## src/lsu_pkg.sv

```systemverilog
// Load/store unit shared types

package lsu_pkg;

    // Data path and address width
    localparam int XLEN  = 32;
    localparam int TAG_W = 4;
    localparam int SEL_W = XLEN / 8;
    localparam int IMM_W = 12;

    // Access width and signedness
    typedef enum logic [2:0] {
        LS_BYTE   = 3'd0,
        LS_BYTE_U = 3'd1,
        LS_HALF   = 3'd2,
        LS_HALF_U = 3'd3,
        LS_WORD   = 3'd4
    } ldst_type_e;

    // One instruction from the issue stage, 83 bits
    typedef struct packed {
        ldst_type_e         ldst_type;
        logic [XLEN-1:0]    base;
        logic [IMM_W-1:0]   imm;
        logic [XLEN-1:0]    data;
        logic [TAG_W-1:0]   tag;
    } issue_t;

    // One memory access as a queue presents it, 69 bits
    typedef struct packed {
        logic [XLEN-1:0]    addr;
        logic [XLEN-1:0]    wdata;
        logic [SEL_W-1:0]   sel;
        logic               we;
    } mem_req_t;

    // Finished load, 36 bits
    typedef struct packed {
        logic [TAG_W-1:0]   tag;
        logic [XLEN-1:0]    value;
    } load_result_t;

endpackage
```

## src/lsu_top.sv

```systemverilog
// Load/store unit top level

`timescale 1ns/100ps

module lsu_top #(
    parameter int LQ_DEPTH = 4,
    parameter int SQ_DEPTH = 4
) (
    input  logic                        clk_i,
    input  logic                        reset_i,
    input  logic                        ld_issue_valid_i,
    input  lsu_pkg::issue_t             ld_issue_i,
    output logic                        ld_issue_ready_o,
    input  logic                        st_issue_valid_i,
    input  lsu_pkg::issue_t             st_issue_i,
    output logic                        st_issue_ready_o,
    output logic                        result_valid_o,
    output lsu_pkg::load_result_t       result_o,
    input  logic                        result_ready_i,
    output logic                        wb_cyc_o,
    output logic                        wb_stb_o,
    output logic                        wb_we_o,
    output logic [lsu_pkg::XLEN-1:0]    wb_adr_o,
    output logic [lsu_pkg::XLEN-1:0]    wb_dat_o,
    output logic [lsu_pkg::SEL_W-1:0]   wb_sel_o,
    input  logic [lsu_pkg::XLEN-1:0]    wb_dat_i,
    input  logic                        wb_ack_i
);

    logic                       ld_req_valid;
    lsu_pkg::mem_req_t          ld_req;
    logic                       ld_done;
    logic                       st_req_valid;
    lsu_pkg::mem_req_t          st_req;
    logic                       st_done;
    logic [lsu_pkg::XLEN-1:0]   mem_rdata;

    load_queue #(
        .LQ_DEPTH (LQ_DEPTH)
    ) i_load_queue (
        .clk_i           (clk_i),
        .reset_i         (reset_i),
        .issue_valid_i   (ld_issue_valid_i),
        .issue_i         (ld_issue_i),
        .issue_ready_o   (ld_issue_ready_o),
        .mem_req_valid_o (ld_req_valid),
        .mem_req_o       (ld_req),
        .mem_done_i      (ld_done),
        .mem_rdata_i     (mem_rdata),
        .result_valid_o  (result_valid_o),
        .result_o        (result_o),
        .result_ready_i  (result_ready_i)
    );

    store_queue #(
        .SQ_DEPTH (SQ_DEPTH)
    ) i_store_queue (
        .clk_i           (clk_i),
        .reset_i         (reset_i),
        .issue_valid_i   (st_issue_valid_i),
        .issue_i         (st_issue_i),
        .issue_ready_o   (st_issue_ready_o),
        .mem_req_valid_o (st_req_valid),
        .mem_req_o       (st_req),
        .mem_done_i      (st_done)
    );

    // Shared data memory port
    mem_port_arbiter i_mem_port_arbiter (
        .clk_i          (clk_i),
        .reset_i        (reset_i),
        .ld_req_valid_i (ld_req_valid),
        .ld_req_i       (ld_req),
        .st_req_valid_i (st_req_valid),
        .st_req_i       (st_req),
        .ld_done_o      (ld_done),
        .st_done_o      (st_done),
        .rdata_o        (mem_rdata),
        .wb_cyc_o       (wb_cyc_o),
        .wb_stb_o       (wb_stb_o),
        .wb_we_o        (wb_we_o),
        .wb_adr_o       (wb_adr_o),
        .wb_dat_o       (wb_dat_o),
        .wb_sel_o       (wb_sel_o),
        .wb_dat_i       (wb_dat_i),
        .wb_ack_i       (wb_ack_i)
    );

endmodule

```

## src/mem_port_arbiter.sv

```systemverilog
// Wishbone port arbiter
// Round-robin grant and acknowledge steering

`timescale 1ns/100ps

module mem_port_arbiter (
    input  logic                        clk_i,
    input  logic                        reset_i,
    input  logic                        ld_req_valid_i,
    input  lsu_pkg::mem_req_t           ld_req_i,
    input  logic                        st_req_valid_i,
    input  lsu_pkg::mem_req_t           st_req_i,
    output logic                        ld_done_o,
    output logic                        st_done_o,
    output logic [lsu_pkg::XLEN-1:0]    rdata_o,
    output logic                        wb_cyc_o,
    output logic                        wb_stb_o,
    output logic                        wb_we_o,
    output logic [lsu_pkg::XLEN-1:0]    wb_adr_o,
    output logic [lsu_pkg::XLEN-1:0]    wb_dat_o,
    output logic [lsu_pkg::SEL_W-1:0]   wb_sel_o,
    input  logic [lsu_pkg::XLEN-1:0]    wb_dat_i,
    input  logic                        wb_ack_i
);

    typedef enum logic {
        ARB_IDLE,
        ARB_BUSY
    } arb_state_e;

    arb_state_e                 state_q;
    lsu_pkg::mem_req_t          req_q;
    logic                       owner_st_q;
    logic                       ld_pref_q;
    logic                       ld_done_q;
    logic                       st_done_q;
    logic [lsu_pkg::XLEN-1:0]   rdata_q;
    logic                       ld_elig;
    logic                       st_elig;
    logic                       grant_ld;
    logic                       grant_st;

    // A requester whose done is pulsing still shows its old request
    assign ld_elig = ld_req_valid_i && !ld_done_q;
    assign st_elig = st_req_valid_i && !st_done_q;

    assign grant_ld = (state_q == ARB_IDLE) && ld_elig && (ld_pref_q || !st_elig);
    assign grant_st = (state_q == ARB_IDLE) && st_elig && !grant_ld;

    always_ff @(posedge clk_i) begin
        if (reset_i) begin
            state_q    <= ARB_IDLE;
            owner_st_q <= 1'b0;
            ld_pref_q  <= 1'b1;
            ld_done_q  <= 1'b0;
            st_done_q  <= 1'b0;
        end else begin
            ld_done_q <= 1'b0;
            st_done_q <= 1'b0;
            case (state_q)
                ARB_IDLE: begin
                    if (grant_ld || grant_st) begin
                        state_q    <= ARB_BUSY;
                        owner_st_q <= grant_st;
                        // Next time the other side goes first
                        ld_pref_q  <= grant_st;
                    end
                end
                ARB_BUSY: begin
                    if (wb_ack_i) begin
                        state_q   <= ARB_IDLE;
                        ld_done_q <= !owner_st_q;
                        st_done_q <= owner_st_q;
                    end
                end
                default: state_q <= ARB_IDLE;
            endcase
        end
    end

    // Latched request drives the bus for the whole access
    always_ff @(posedge clk_i) begin
        if (grant_ld) begin
            req_q <= ld_req_i;
        end else if (grant_st) begin
            req_q <= st_req_i;
        end
        if ((state_q == ARB_BUSY) && wb_ack_i) begin
            rdata_q <= wb_dat_i;
        end
    end

    assign wb_cyc_o = (state_q == ARB_BUSY);
    assign wb_stb_o = (state_q == ARB_BUSY);
    assign wb_we_o  = req_q.we;
    assign wb_adr_o = {req_q.addr[lsu_pkg::XLEN-1:2], 2'b00};
    assign wb_dat_o = req_q.wdata;
    assign wb_sel_o = req_q.sel;

    assign ld_done_o = ld_done_q;
    assign st_done_o = st_done_q;
    assign rdata_o   = rdata_q;

    // Strobe only inside a cycle, master outputs frozen until ack
    a_wb_stable: assert property (@(posedge clk_i) disable iff (reset_i)
        wb_stb_o && !wb_ack_i |=> wb_stb_o && wb_cyc_o && $stable(wb_we_o) &&
        $stable(wb_adr_o) && $stable(wb_dat_o) && $stable(wb_sel_o));

endmodule

```

## src/store_queue.sv

```systemverilog
// Store queue
// Pending stores with byte lane placement

`timescale 1ns/100ps

module store_queue #(
    parameter int SQ_DEPTH = 4
) (
    input  logic                clk_i,
    input  logic                reset_i,
    input  logic                issue_valid_i,
    input  lsu_pkg::issue_t     issue_i,
    output logic                issue_ready_o,
    output logic                mem_req_valid_o,
    output lsu_pkg::mem_req_t   mem_req_o,
    input  logic                mem_done_i
);

    localparam int IDX_W = $clog2(SQ_DEPTH);

    lsu_pkg::mem_req_t          sq_mem [SQ_DEPTH];
    logic [IDX_W:0]             wr_ptr_q;
    logic [IDX_W:0]             rd_ptr_q;
    logic                       full;
    logic                       empty;
    logic                       push;
    logic [lsu_pkg::XLEN-1:0]   st_addr;
    logic [lsu_pkg::SEL_W-1:0]  st_sel;

    assign full  = (wr_ptr_q[IDX_W] != rd_ptr_q[IDX_W]) &&
                   (wr_ptr_q[IDX_W-1:0] == rd_ptr_q[IDX_W-1:0]);
    assign empty = (wr_ptr_q == rd_ptr_q);
    assign push  = issue_valid_i && issue_ready_o;

    assign issue_ready_o = !full;
    assign st_addr = issue_i.base +
                     {{(lsu_pkg::XLEN-lsu_pkg::IMM_W){issue_i.imm[lsu_pkg::IMM_W-1]}}, issue_i.imm};

    // One lane for bytes, two for halves, all four for words
    always_comb begin
        case (issue_i.ldst_type)
            lsu_pkg::LS_BYTE, lsu_pkg::LS_BYTE_U: st_sel = 4'b0001 << st_addr[1:0];
            lsu_pkg::LS_HALF, lsu_pkg::LS_HALF_U: st_sel = 4'b0011 << st_addr[1:0];
            default:                              st_sel = 4'b1111;
        endcase
    end

    // The entry is kept as the finished bus request
    always_ff @(posedge clk_i) begin
        if (push) begin
            sq_mem[wr_ptr_q[IDX_W-1:0]] <= '{addr:  st_addr,
                                            wdata: issue_i.data << {st_addr[1:0], 3'b000},
                                            sel:   st_sel,
                                            we:    1'b1};
        end
    end

    always_ff @(posedge clk_i) begin
        if (reset_i) begin
            wr_ptr_q <= '0;
            rd_ptr_q <= '0;
        end else begin
            if (push) begin
                wr_ptr_q <= wr_ptr_q + 1'b1;
            end
            // Head retires once memory has taken it
            if (mem_done_i) begin
                rd_ptr_q <= rd_ptr_q + 1'b1;
            end
        end
    end

    assign mem_req_valid_o = !empty;
    assign mem_req_o       = sq_mem[rd_ptr_q[IDX_W-1:0]];

    a_no_push_full: assert property (@(posedge clk_i) disable iff (reset_i)
        full && !mem_done_i |=> $stable(wr_ptr_q));

endmodule

```

## src/load_queue.sv

```systemverilog
// Load queue
// Pending loads, address generation and load data extraction

`timescale 1ns/100ps

module load_queue #(
    parameter int LQ_DEPTH = 4
) (
    input  logic                   clk_i,
    input  logic                   reset_i,
    input  logic                   issue_valid_i,
    input  lsu_pkg::issue_t        issue_i,
    output logic                   issue_ready_o,
    output logic                   mem_req_valid_o,
    output lsu_pkg::mem_req_t      mem_req_o,
    input  logic                   mem_done_i,
    input  logic [lsu_pkg::XLEN-1:0] mem_rdata_i,
    output logic                   result_valid_o,
    output lsu_pkg::load_result_t  result_o,
    input  logic                   result_ready_i
);

    localparam int IDX_W = $clog2(LQ_DEPTH);

    typedef struct packed {
        lsu_pkg::ldst_type_e            ldst_type;
        logic [lsu_pkg::XLEN-1:0]       addr;
        logic [lsu_pkg::TAG_W-1:0]      tag;
    } lq_entry_t;

    lq_entry_t                  lq_mem [LQ_DEPTH];
    lq_entry_t                  head;
    logic [IDX_W:0]             wr_ptr_q;
    logic [IDX_W:0]             rd_ptr_q;
    logic                       full;
    logic                       empty;
    logic                       push;
    logic                       pop;
    logic [lsu_pkg::XLEN-1:0]   imm_ext;
    logic [lsu_pkg::XLEN-1:0]   lane_data;
    logic [lsu_pkg::XLEN-1:0]   ext_value;
    logic                       res_valid_q;
    lsu_pkg::load_result_t      res_q;

    assign full  = (wr_ptr_q[IDX_W] != rd_ptr_q[IDX_W]) &&
                   (wr_ptr_q[IDX_W-1:0] == rd_ptr_q[IDX_W-1:0]);
    assign empty = (wr_ptr_q == rd_ptr_q);
    assign push  = issue_valid_i && issue_ready_o;
    assign pop   = res_valid_q && result_ready_i;

    assign issue_ready_o = !full;
    assign imm_ext = {{(lsu_pkg::XLEN-lsu_pkg::IMM_W){issue_i.imm[lsu_pkg::IMM_W-1]}}, issue_i.imm};

    // Address is formed once, on entry
    always_ff @(posedge clk_i) begin
        if (push) begin
            lq_mem[wr_ptr_q[IDX_W-1:0]] <= '{ldst_type: issue_i.ldst_type,
                                            addr:      issue_i.base + imm_ext,
                                            tag:       issue_i.tag};
        end
    end

    always_ff @(posedge clk_i) begin
        if (reset_i) begin
            wr_ptr_q <= '0;
            rd_ptr_q <= '0;
        end else begin
            if (push) begin
                wr_ptr_q <= wr_ptr_q + 1'b1;
            end
            if (pop) begin
                rd_ptr_q <= rd_ptr_q + 1'b1;
            end
        end
    end

    assign head = lq_mem[rd_ptr_q[IDX_W-1:0]];

    // Head reads the whole word, stalls while a result waits
    assign mem_req_valid_o = !empty && !res_valid_q;
    assign mem_req_o = '{addr: head.addr, wdata: '0, sel: '1, we: 1'b0};

    // Lane selection by the low address bits, then extension by type
    always_comb begin
        lane_data = mem_rdata_i >> {head.addr[1:0], 3'b000};
        case (head.ldst_type)
            lsu_pkg::LS_BYTE:   ext_value = {{(lsu_pkg::XLEN-8){lane_data[7]}}, lane_data[7:0]};
            lsu_pkg::LS_BYTE_U: ext_value = {{(lsu_pkg::XLEN-8){1'b0}}, lane_data[7:0]};
            lsu_pkg::LS_HALF:   ext_value = {{(lsu_pkg::XLEN-16){lane_data[15]}}, lane_data[15:0]};
            lsu_pkg::LS_HALF_U: ext_value = {{(lsu_pkg::XLEN-16){1'b0}}, lane_data[15:0]};
            default:            ext_value = mem_rdata_i;
        endcase
    end

    always_ff @(posedge clk_i) begin
        if (reset_i) begin
            res_valid_q <= 1'b0;
        end else if (mem_done_i) begin
            res_valid_q <= 1'b1;
        end else if (pop) begin
            res_valid_q <= 1'b0;
        end
    end

    always_ff @(posedge clk_i) begin
        if (mem_done_i) begin
            res_q <= '{tag: head.tag, value: ext_value};
        end
    end

    assign result_valid_o = res_valid_q;
    assign result_o       = res_q;

    // A full queue keeps its write pointer until an entry leaves
    a_no_push_full: assert property (@(posedge clk_i) disable iff (reset_i)
        full && !pop |=> $stable(wr_ptr_q));

endmodule

```

## config.mk

```make
export PLATFORM = sky130hd
export DESIGN_NAME = lsu_top
export DESIGN_NICKNAME = d
export VERILOG_FILES = /design/src/lsu_pkg.sv /design/src/lsu_top.sv /design/src/mem_port_arbiter.sv /design/src/store_queue.sv /design/src/load_queue.sv
export SDC_FILE = /design/constraint.sdc
export NUM_CORES = 1
export LEC_CHECK = 0
export BUFFER_PORTS_ARGS = -buffer_cell sky130_fd_sc_hd__buf_4
export CAP_MARGIN = 10
export CORE_UTILIZATION = 40
export DETAILED_ROUTE_END_ITERATION = 10
export HOLD_SLACK_MARGIN = 0.1
export PLACE_DENSITY = 0.59
export SLEW_MARGIN = 40
export SYNTH_ARGS = -nofsm -noshare
export SYNTH_HDL_FRONTEND = slang
export SYNTH_SLANG_ARGS = --single-unit
```

## constraint.sdc

```tcl
create_clock -name clk_i -period 3.88 [get_ports clk_i]
set_clock_uncertainty 0.15 [all_clocks]
set_input_delay 0.194 -clock clk_i [delete_from_list [all_inputs] [get_ports clk_i]]
set_output_delay 0.194 -clock clk_i [all_outputs]
set_load 0.005 [all_outputs]
```

Yosys cells after proc, flatten, opt, wreduce, memory -nomap -nowiden
Memories as Yosys holds them, arrays and structs flattened. A register that Yosys moved wholly into a read port is not among the register bits.
Index checks and enable logic that the tools add are counted.

operators by class
  add/sub/neg operators = 6
  equality and inequality tests = 12
  shift-type cells = 4
  mux-type cells = 17
  bitwise logic cells = 2
  reduce and logical (&&, ||, !) cells = 33

operators by type and width
  kind                                                                count
  69-bit two-way mux                                                  2
  32-bit one-hot mux with 4 select lines                              1
  32-bit adder                                                        2
  32-bit by 5-bit << shifter with 32-bit output                       1
  32-bit by 5-bit right shift with 16-bit output                      1
  1-bit logical AND                                                   13
  3-bit by 1-bit adder with 3-bit output (second input constant)      4
  3-bit by 2-bit == test with 1-bit output (second input constant)    4
  1-bit logical NOT                                                   10
  1-bit two-way mux                                                   8
  2-bit two-way mux                                                   4
  4-bit one-hot mux with 2 select lines                               1
  3-bit by 1-bit == test with 1-bit output (second input constant)    2
  3-bit == test                                                       2
  3-bit logical NOT                                                   2
  2-bit == test                                                       2
  2-bit nonzero test                                                  2
  2-bit OR reduction                                                  2
  1-bit by 2-bit << shifter with 4-bit output (first input constant)  1
  2-bit by 2-bit << shifter with 4-bit output (first input constant)  1
  3-bit OR reduction                                                  1
  1-bit logical OR                                                    2
  1-bit != test                                                       2
  1-bit inverter                                                      2
  2 further kinds                                                     2

storage, ports and cells
  register bits = 155
  memory bits (writable) = 428
  input bits = 204
  output and inout port bits = 110
  logic and storage cells = 93
  memories = 2

memory list
  name                  depth  bits a word  rd ports  clocked after memory_dff  write ports  RTL line           text
  i_store_queue.sq_mem  4      68           1         1                         1            store_queue.sv:21  lsu_pkg::mem_req_t sq_mem [SQ_DEPTH];
  i_load_queue.lq_mem   4      39           1         1                         1            load_queue.sv:31   lq_entry_t lq_mem [LQ_DEPTH];

Depth between registers and ports, before layout
  depth in word-level cells = 11
  mapped depth = 11
  gate-level depth less buffers = 11

By module
Synthesis repeated with hierarchy kept, for this count alone.

unflattened totals
  cell total of the unflattened synthesis = 1687
  area total of the unflattened synthesis = 26842.0 um^2

by module, submodules not included
  module            times used  cells an instance  area each (um^2)
  store_queue       1           758                12644.6
  load_queue        1           731                10157.2
  mem_port_arbiter  1           198                4040.1

Least setup slack after synthesis
No wires, ideal clock.

  path type = register -> register
  start point = register i_store_queue.wr_ptr_q[0]
  end point = memory i_store_queue.sq_mem[3][0] in the netlist's numbering (enable)
  setup time = 433 ps
  arrival time = 2421 ps
  required time = 3297 ps
  slack = 876 ps
  stages on the path, launching flop included = 4
  path buffers = 0
  period minus slack after synthesis = 3004 ps
  cells stage by stage = dfxtp_1 > xor2_1 > or3_1 > and3_1

between the ends
  word-level cells in the longest chain between the ends = 6

ends and longest elaborated chain
  what                                     RTL line           text
  from (decl)                              store_queue.sv:22  logic [IDX_W:0] wr_ptr_q;
  from (signal assigned)                   store_queue.sv:64  wr_ptr_q <= wr_ptr_q + 1'b1;
  2-bit == test                            store_queue.sv:31  (wr_ptr_q[IDX_W-1:0] == rd_ptr_q[IDX_W-1:0]);
  1-bit logical AND                        store_queue.sv:30  assign full = (wr_ptr_q[IDX_W] != rd_ptr_q[IDX_W]) &&
  1-bit logical NOT                        store_queue.sv:35  assign issue_ready_o = !full;
  named net st_issue_ready_o               lsu_top.sv:16      output logic st_issue_ready_o,
  1-bit logical AND                        store_queue.sv:33  assign push = issue_valid_i && issue_ready_o;
  1-bit two-way mux                        store_queue.sv:50  if (push) begin
  1-bit two-way mux (not written as such)  store_queue.sv:51  sq_mem[wr_ptr_q[IDX_W-1:0]] <= '{addr: st_addr,
  to (decl)                                store_queue.sv:21

The timed path passes the listed nets, and every way through them passes these cells.

Worst setup path after layout
  start point = input ld_issue_i[36] in the netlist's numbering
  end point = memory i_load_queue.lq_mem[3][34] in the netlist's numbering, data pin

between the ends
  word-level cells in the longest chain between the ends = 1

ends and longest elaborated chain
  what          RTL line          text
  from (decl)   lsu_top.sv:12     input lsu_pkg::issue_t ld_issue_i,
  32-bit adder  load_queue.sv:58  addr: issue_i.base + imm_ext,
  to (decl)     load_queue.sv:31

No other way between the ends.

==> metrics.csv <==
metric,value,unit
outcome,finished clean,
Final Hold Fails,0,
Worst slew margin,0.461,
Vias per Instance,5.16,
switching pwr,4.31,mW
CTS root buf,clkbuf_16,
"Reg clk slew, reported paths",60,ps
"reg-to-reg slack, setup",750,ps
period utilisation layout,0.963,
most frequent cell on the critical path,dlygate4sd3_1,
DRC Markers,0,
CTS tree,yes,
die height,253,µm
mean post-synth cell area,14.9,µm²
Internal,12.4,mW
Crit-path slowest cell,dlygate4sd3_1,
CTS max path bufs,3,
vias,15586,
crit path max fanout,5,
# nets final,2406,
startpoint types,input port,
I/O pin count,314,
Detailed Routing Iterations Pass 1,5,
main combinational cell family by area after synthesis,multiplexers,
cts bufs inserted,61,
Worst Setup SP,ld_issue_i[36],
Crit path depth,13,
DP Cell Count,2757,
total global routing overflow,0,
Hold Path Stages,3,
critical-path cell list,dlygate4sd3_1 -> buf_4 -> ha_1 -> fa_1 -> a21oi_1 -> o211ai_1 -> nand2_1 -> o21ai_1 -> a311oi_2 -> o221ai_2 -> a221oi_2 -> xnor2_1 -> dlygate4sd3_1,
RePlAce Congestion,0.835,
simple-gate share of the synthesized area,0.0722,
VDD IR max,0.000458,V
largest net degree at the start of global routing,100,
Finish-stage setup viols,0,
synthesized netlist cell count,1697,
core area,61900,µm²
yosys warns,0,
Synth Register Bits,577,
"Distinct cells, synth",69,
Initial Util,0.407,
Tmin final,3740,ps
adder-cell share of the synthesized area,0.0373,
Static Leakage,11.5,nW
worst path required time,4080,ps
Global Route Usage Sum,0.194,
"Core Util, Final",0.514,
hold slack,116,ps
RSZ-0062 raised after global routing,no,
post-route ant nets,0,
worst-skew pair later-pin latency,630,ps
maximum operating frequency,267,MHz
Worst-Margin Slew,805,ps
Sink Count,577,
share of the synthesized area in the top cell type,0.617,
Synth top cells by count,"edfxtp_1 (518), nand2_1 (220), a21oi_1 (125)",
multiplexer share of the synthesized area,0.104,
PD cells,526,nW/µm²
WP data arrival,3940,ps
post-CTS setup repair buffer count,0,
Post-Route WL,61.9,mm
Synth async-reset ratio,0,
IO buf count,274,
routed length per instance,20.5,µm
part of the power in the clock network,0.353,
H-tree depth,2,
first-pass GRT wire length,93.7,mm
WS Path Type,input port to flop,
final slew viol count,0,
"EDFF count, synth",518,
Sw Ratio,0.257,
leading area contributor after synthesis,edfxtp_1,
setup TNS,0,ps
CP top delay family,compound AO/OA/AOI/OAI gates,
layout overhead on the synthesized area,26.3,%
row cnt,91,
Gate power share,0.176,
Mapped Area,25200,µm²
share of cells above drive strength 1,0.243,
Flop pwr share,0.471,
Post-synth top flop,edfxtp_1,
post-synthesis compound-gate area fraction,0.0798,
die width,253,µm
initial antenna violation count,0,
Worst Setup EP,i_load_queue.lq_mem[3][34],
vias in the first global route,15965,
Synth Area in XOR/XNOR,0.0254,
Max stage delay on crit path,590,ps
critical path endpoint category,flop,
max-cap viol count,0,
initial drt markers,975,
Critical R2R Capture,i_load_queue.result_o[27],
DIE AREA,64000,µm²
"count leader, synth",edfxtp_1,
Post-DP HPWL,41.3,mm
"Buf+Inv Stages, Crit Path",3,
sequential area share after synthesis,0.664,
Layout Cells excl Fill,3018,
largest cells by area after synthesis,"edfxtp_1 (62%), mux4_2 (9.4%), dfxtp_1 (4.7%), ha_1 (3.6%), nand2_1 (3.3%)",
worst min path class,input port to flop,
R2R cell count,6,
[sequential cells by signal, summed over array words and instances (netlist names), named ones only]
| signal | cells |
|---|---|
| i_store_queue.rd_ptr_q | 3 |
| i_mem_port_arbiter.wb_sel_o | 4 |
| i_mem_port_arbiter.wb_adr_o | 30 |
| i_mem_port_arbiter.wb_we_o | 1 |
| i_mem_port_arbiter.rdata_o | 32 |
| i_load_queue.result_o | 36 |
| i_load_queue.rd_ptr_q | 3 |
| i_mem_port_arbiter.ld_done_o | 1 |
| i_load_queue.wr_ptr_q | 3 |
| i_mem_port_arbiter.wb_dat_o | 32 |
| i_load_queue.lq_mem | 156 |
| i_store_queue.sq_mem | 264 |
| i_mem_port_arbiter.st_done_o | 1 |
| i_mem_port_arbiter.owner_st_q | 1 |
| i_mem_port_arbiter.ld_pref_q | 1 |
| i_mem_port_arbiter.wb_cyc_o | 1 |
| i_store_queue.wr_ptr_q | 3 |
| i_load_queue.result_valid_o | 1 |
[worst min-delay path, stage by stage]
cell,delay [ps]
buf_4,80
ha_1,200
xnor2_1,190
[final cells by class]
cell class,instances,area [µm²]
timing repair buffer,451,3840
fill,5241,30100
inverter,21,78.8
antenna,1,2.50
multi-input combinational,1016,8080
tap,837,1050
clock buffer,77,1630
clock inverter,38,420
sequential,577,16700
[stage by stage]
step	instance area [µm²]	power (mW)	setup slack (ps)
after floorplan	25200	9.50	876
after global placement	28300	10.8	616
after CTS	31800	17.0	140
final	31800	16.8	142
after detailed placement	28300	10.9	532
after global routing	31800	17.5	18.4
[worst min path at each step]
stage                         startpoint                             end
after CTS                 ld_issue_i[71]      i_load_queue.lq_mem[3][27]
final                     st_issue_i[43]     i_store_queue.sq_mem[1][43]
after detailed placement    wb_dat_i[31]  i_mem_port_arbiter.rdata_o[31]
after floorplan            ld_issue_i[0]       i_load_queue.lq_mem[0][0]
after global placement      wb_dat_i[17]  i_mem_port_arbiter.rdata_o[17]
after global routing      st_issue_i[43]     i_store_queue.sq_mem[1][43]
[placed cells by master, fill, tap and decap left out, types with 32 or more instances in the layout]
master / n
a21o_1: 42
ha_1: 72
o21ai_1: 42
nor2_1: 60
buf_4: 299
edfxtp_1: 518
nor2b_1: 33
clkbuf_16: 61
xor2_1: 32
a21oi_1: 125
o21ai_0: 41
nand2_1: 220
mux4_2: 105
xnor2_1: 41
dlygate4sd3_1: 145
dfxtp_1: 54
[layer usage]
| layer | GRT usage | up-vias | wire length (µm) |
|---|---|---|---|
| met1 | 0.257 | 7796 | 26800 |
| met3 | 0.0248 | 82 | 2430 |
| met4 | 0.0526 | 0 | 1280 |
| met2 | 0.334 | 341 | 31400 |
| met5 | 0 | - | 0 |
| li1 | - | 7367 | - |
[logic make-up (layout without fill, tap and decap cells)]
kind of cell | count (synthesis) | in the layout
AO/OA/AOI/OAI | 329 | 329
XOR/XNOR | 73 | 73
adder cells (fa/ha/maj) | 74 | 74
buffers and inverters | 105 | 587
flip-flops | 577 | 577
multiplexers | 131 | 131
other | 1 | 3
AND/OR/NAND/NOR | 407 | 407
[power by group through the flow]
stage	registers (mW)	logic [mW]	clock network (mW)
after global placement	8.00	2.80	0
final	7.89	2.94	5.92
after CTS	7.90	3.00	6.07
after detailed placement	8.03	2.84	0
after floorplan	8.01	1.48	0
after global routing	7.96	3.24	6.28
[repair_timing]
item	in CTS	in global routing
hold buffers	145	0
gates resized for setup	0	1
endpoints found under the setup margin	0	4
endpoints found under the hold margin	373	0
Note: power is estimated with default switching activity, not from simulation.
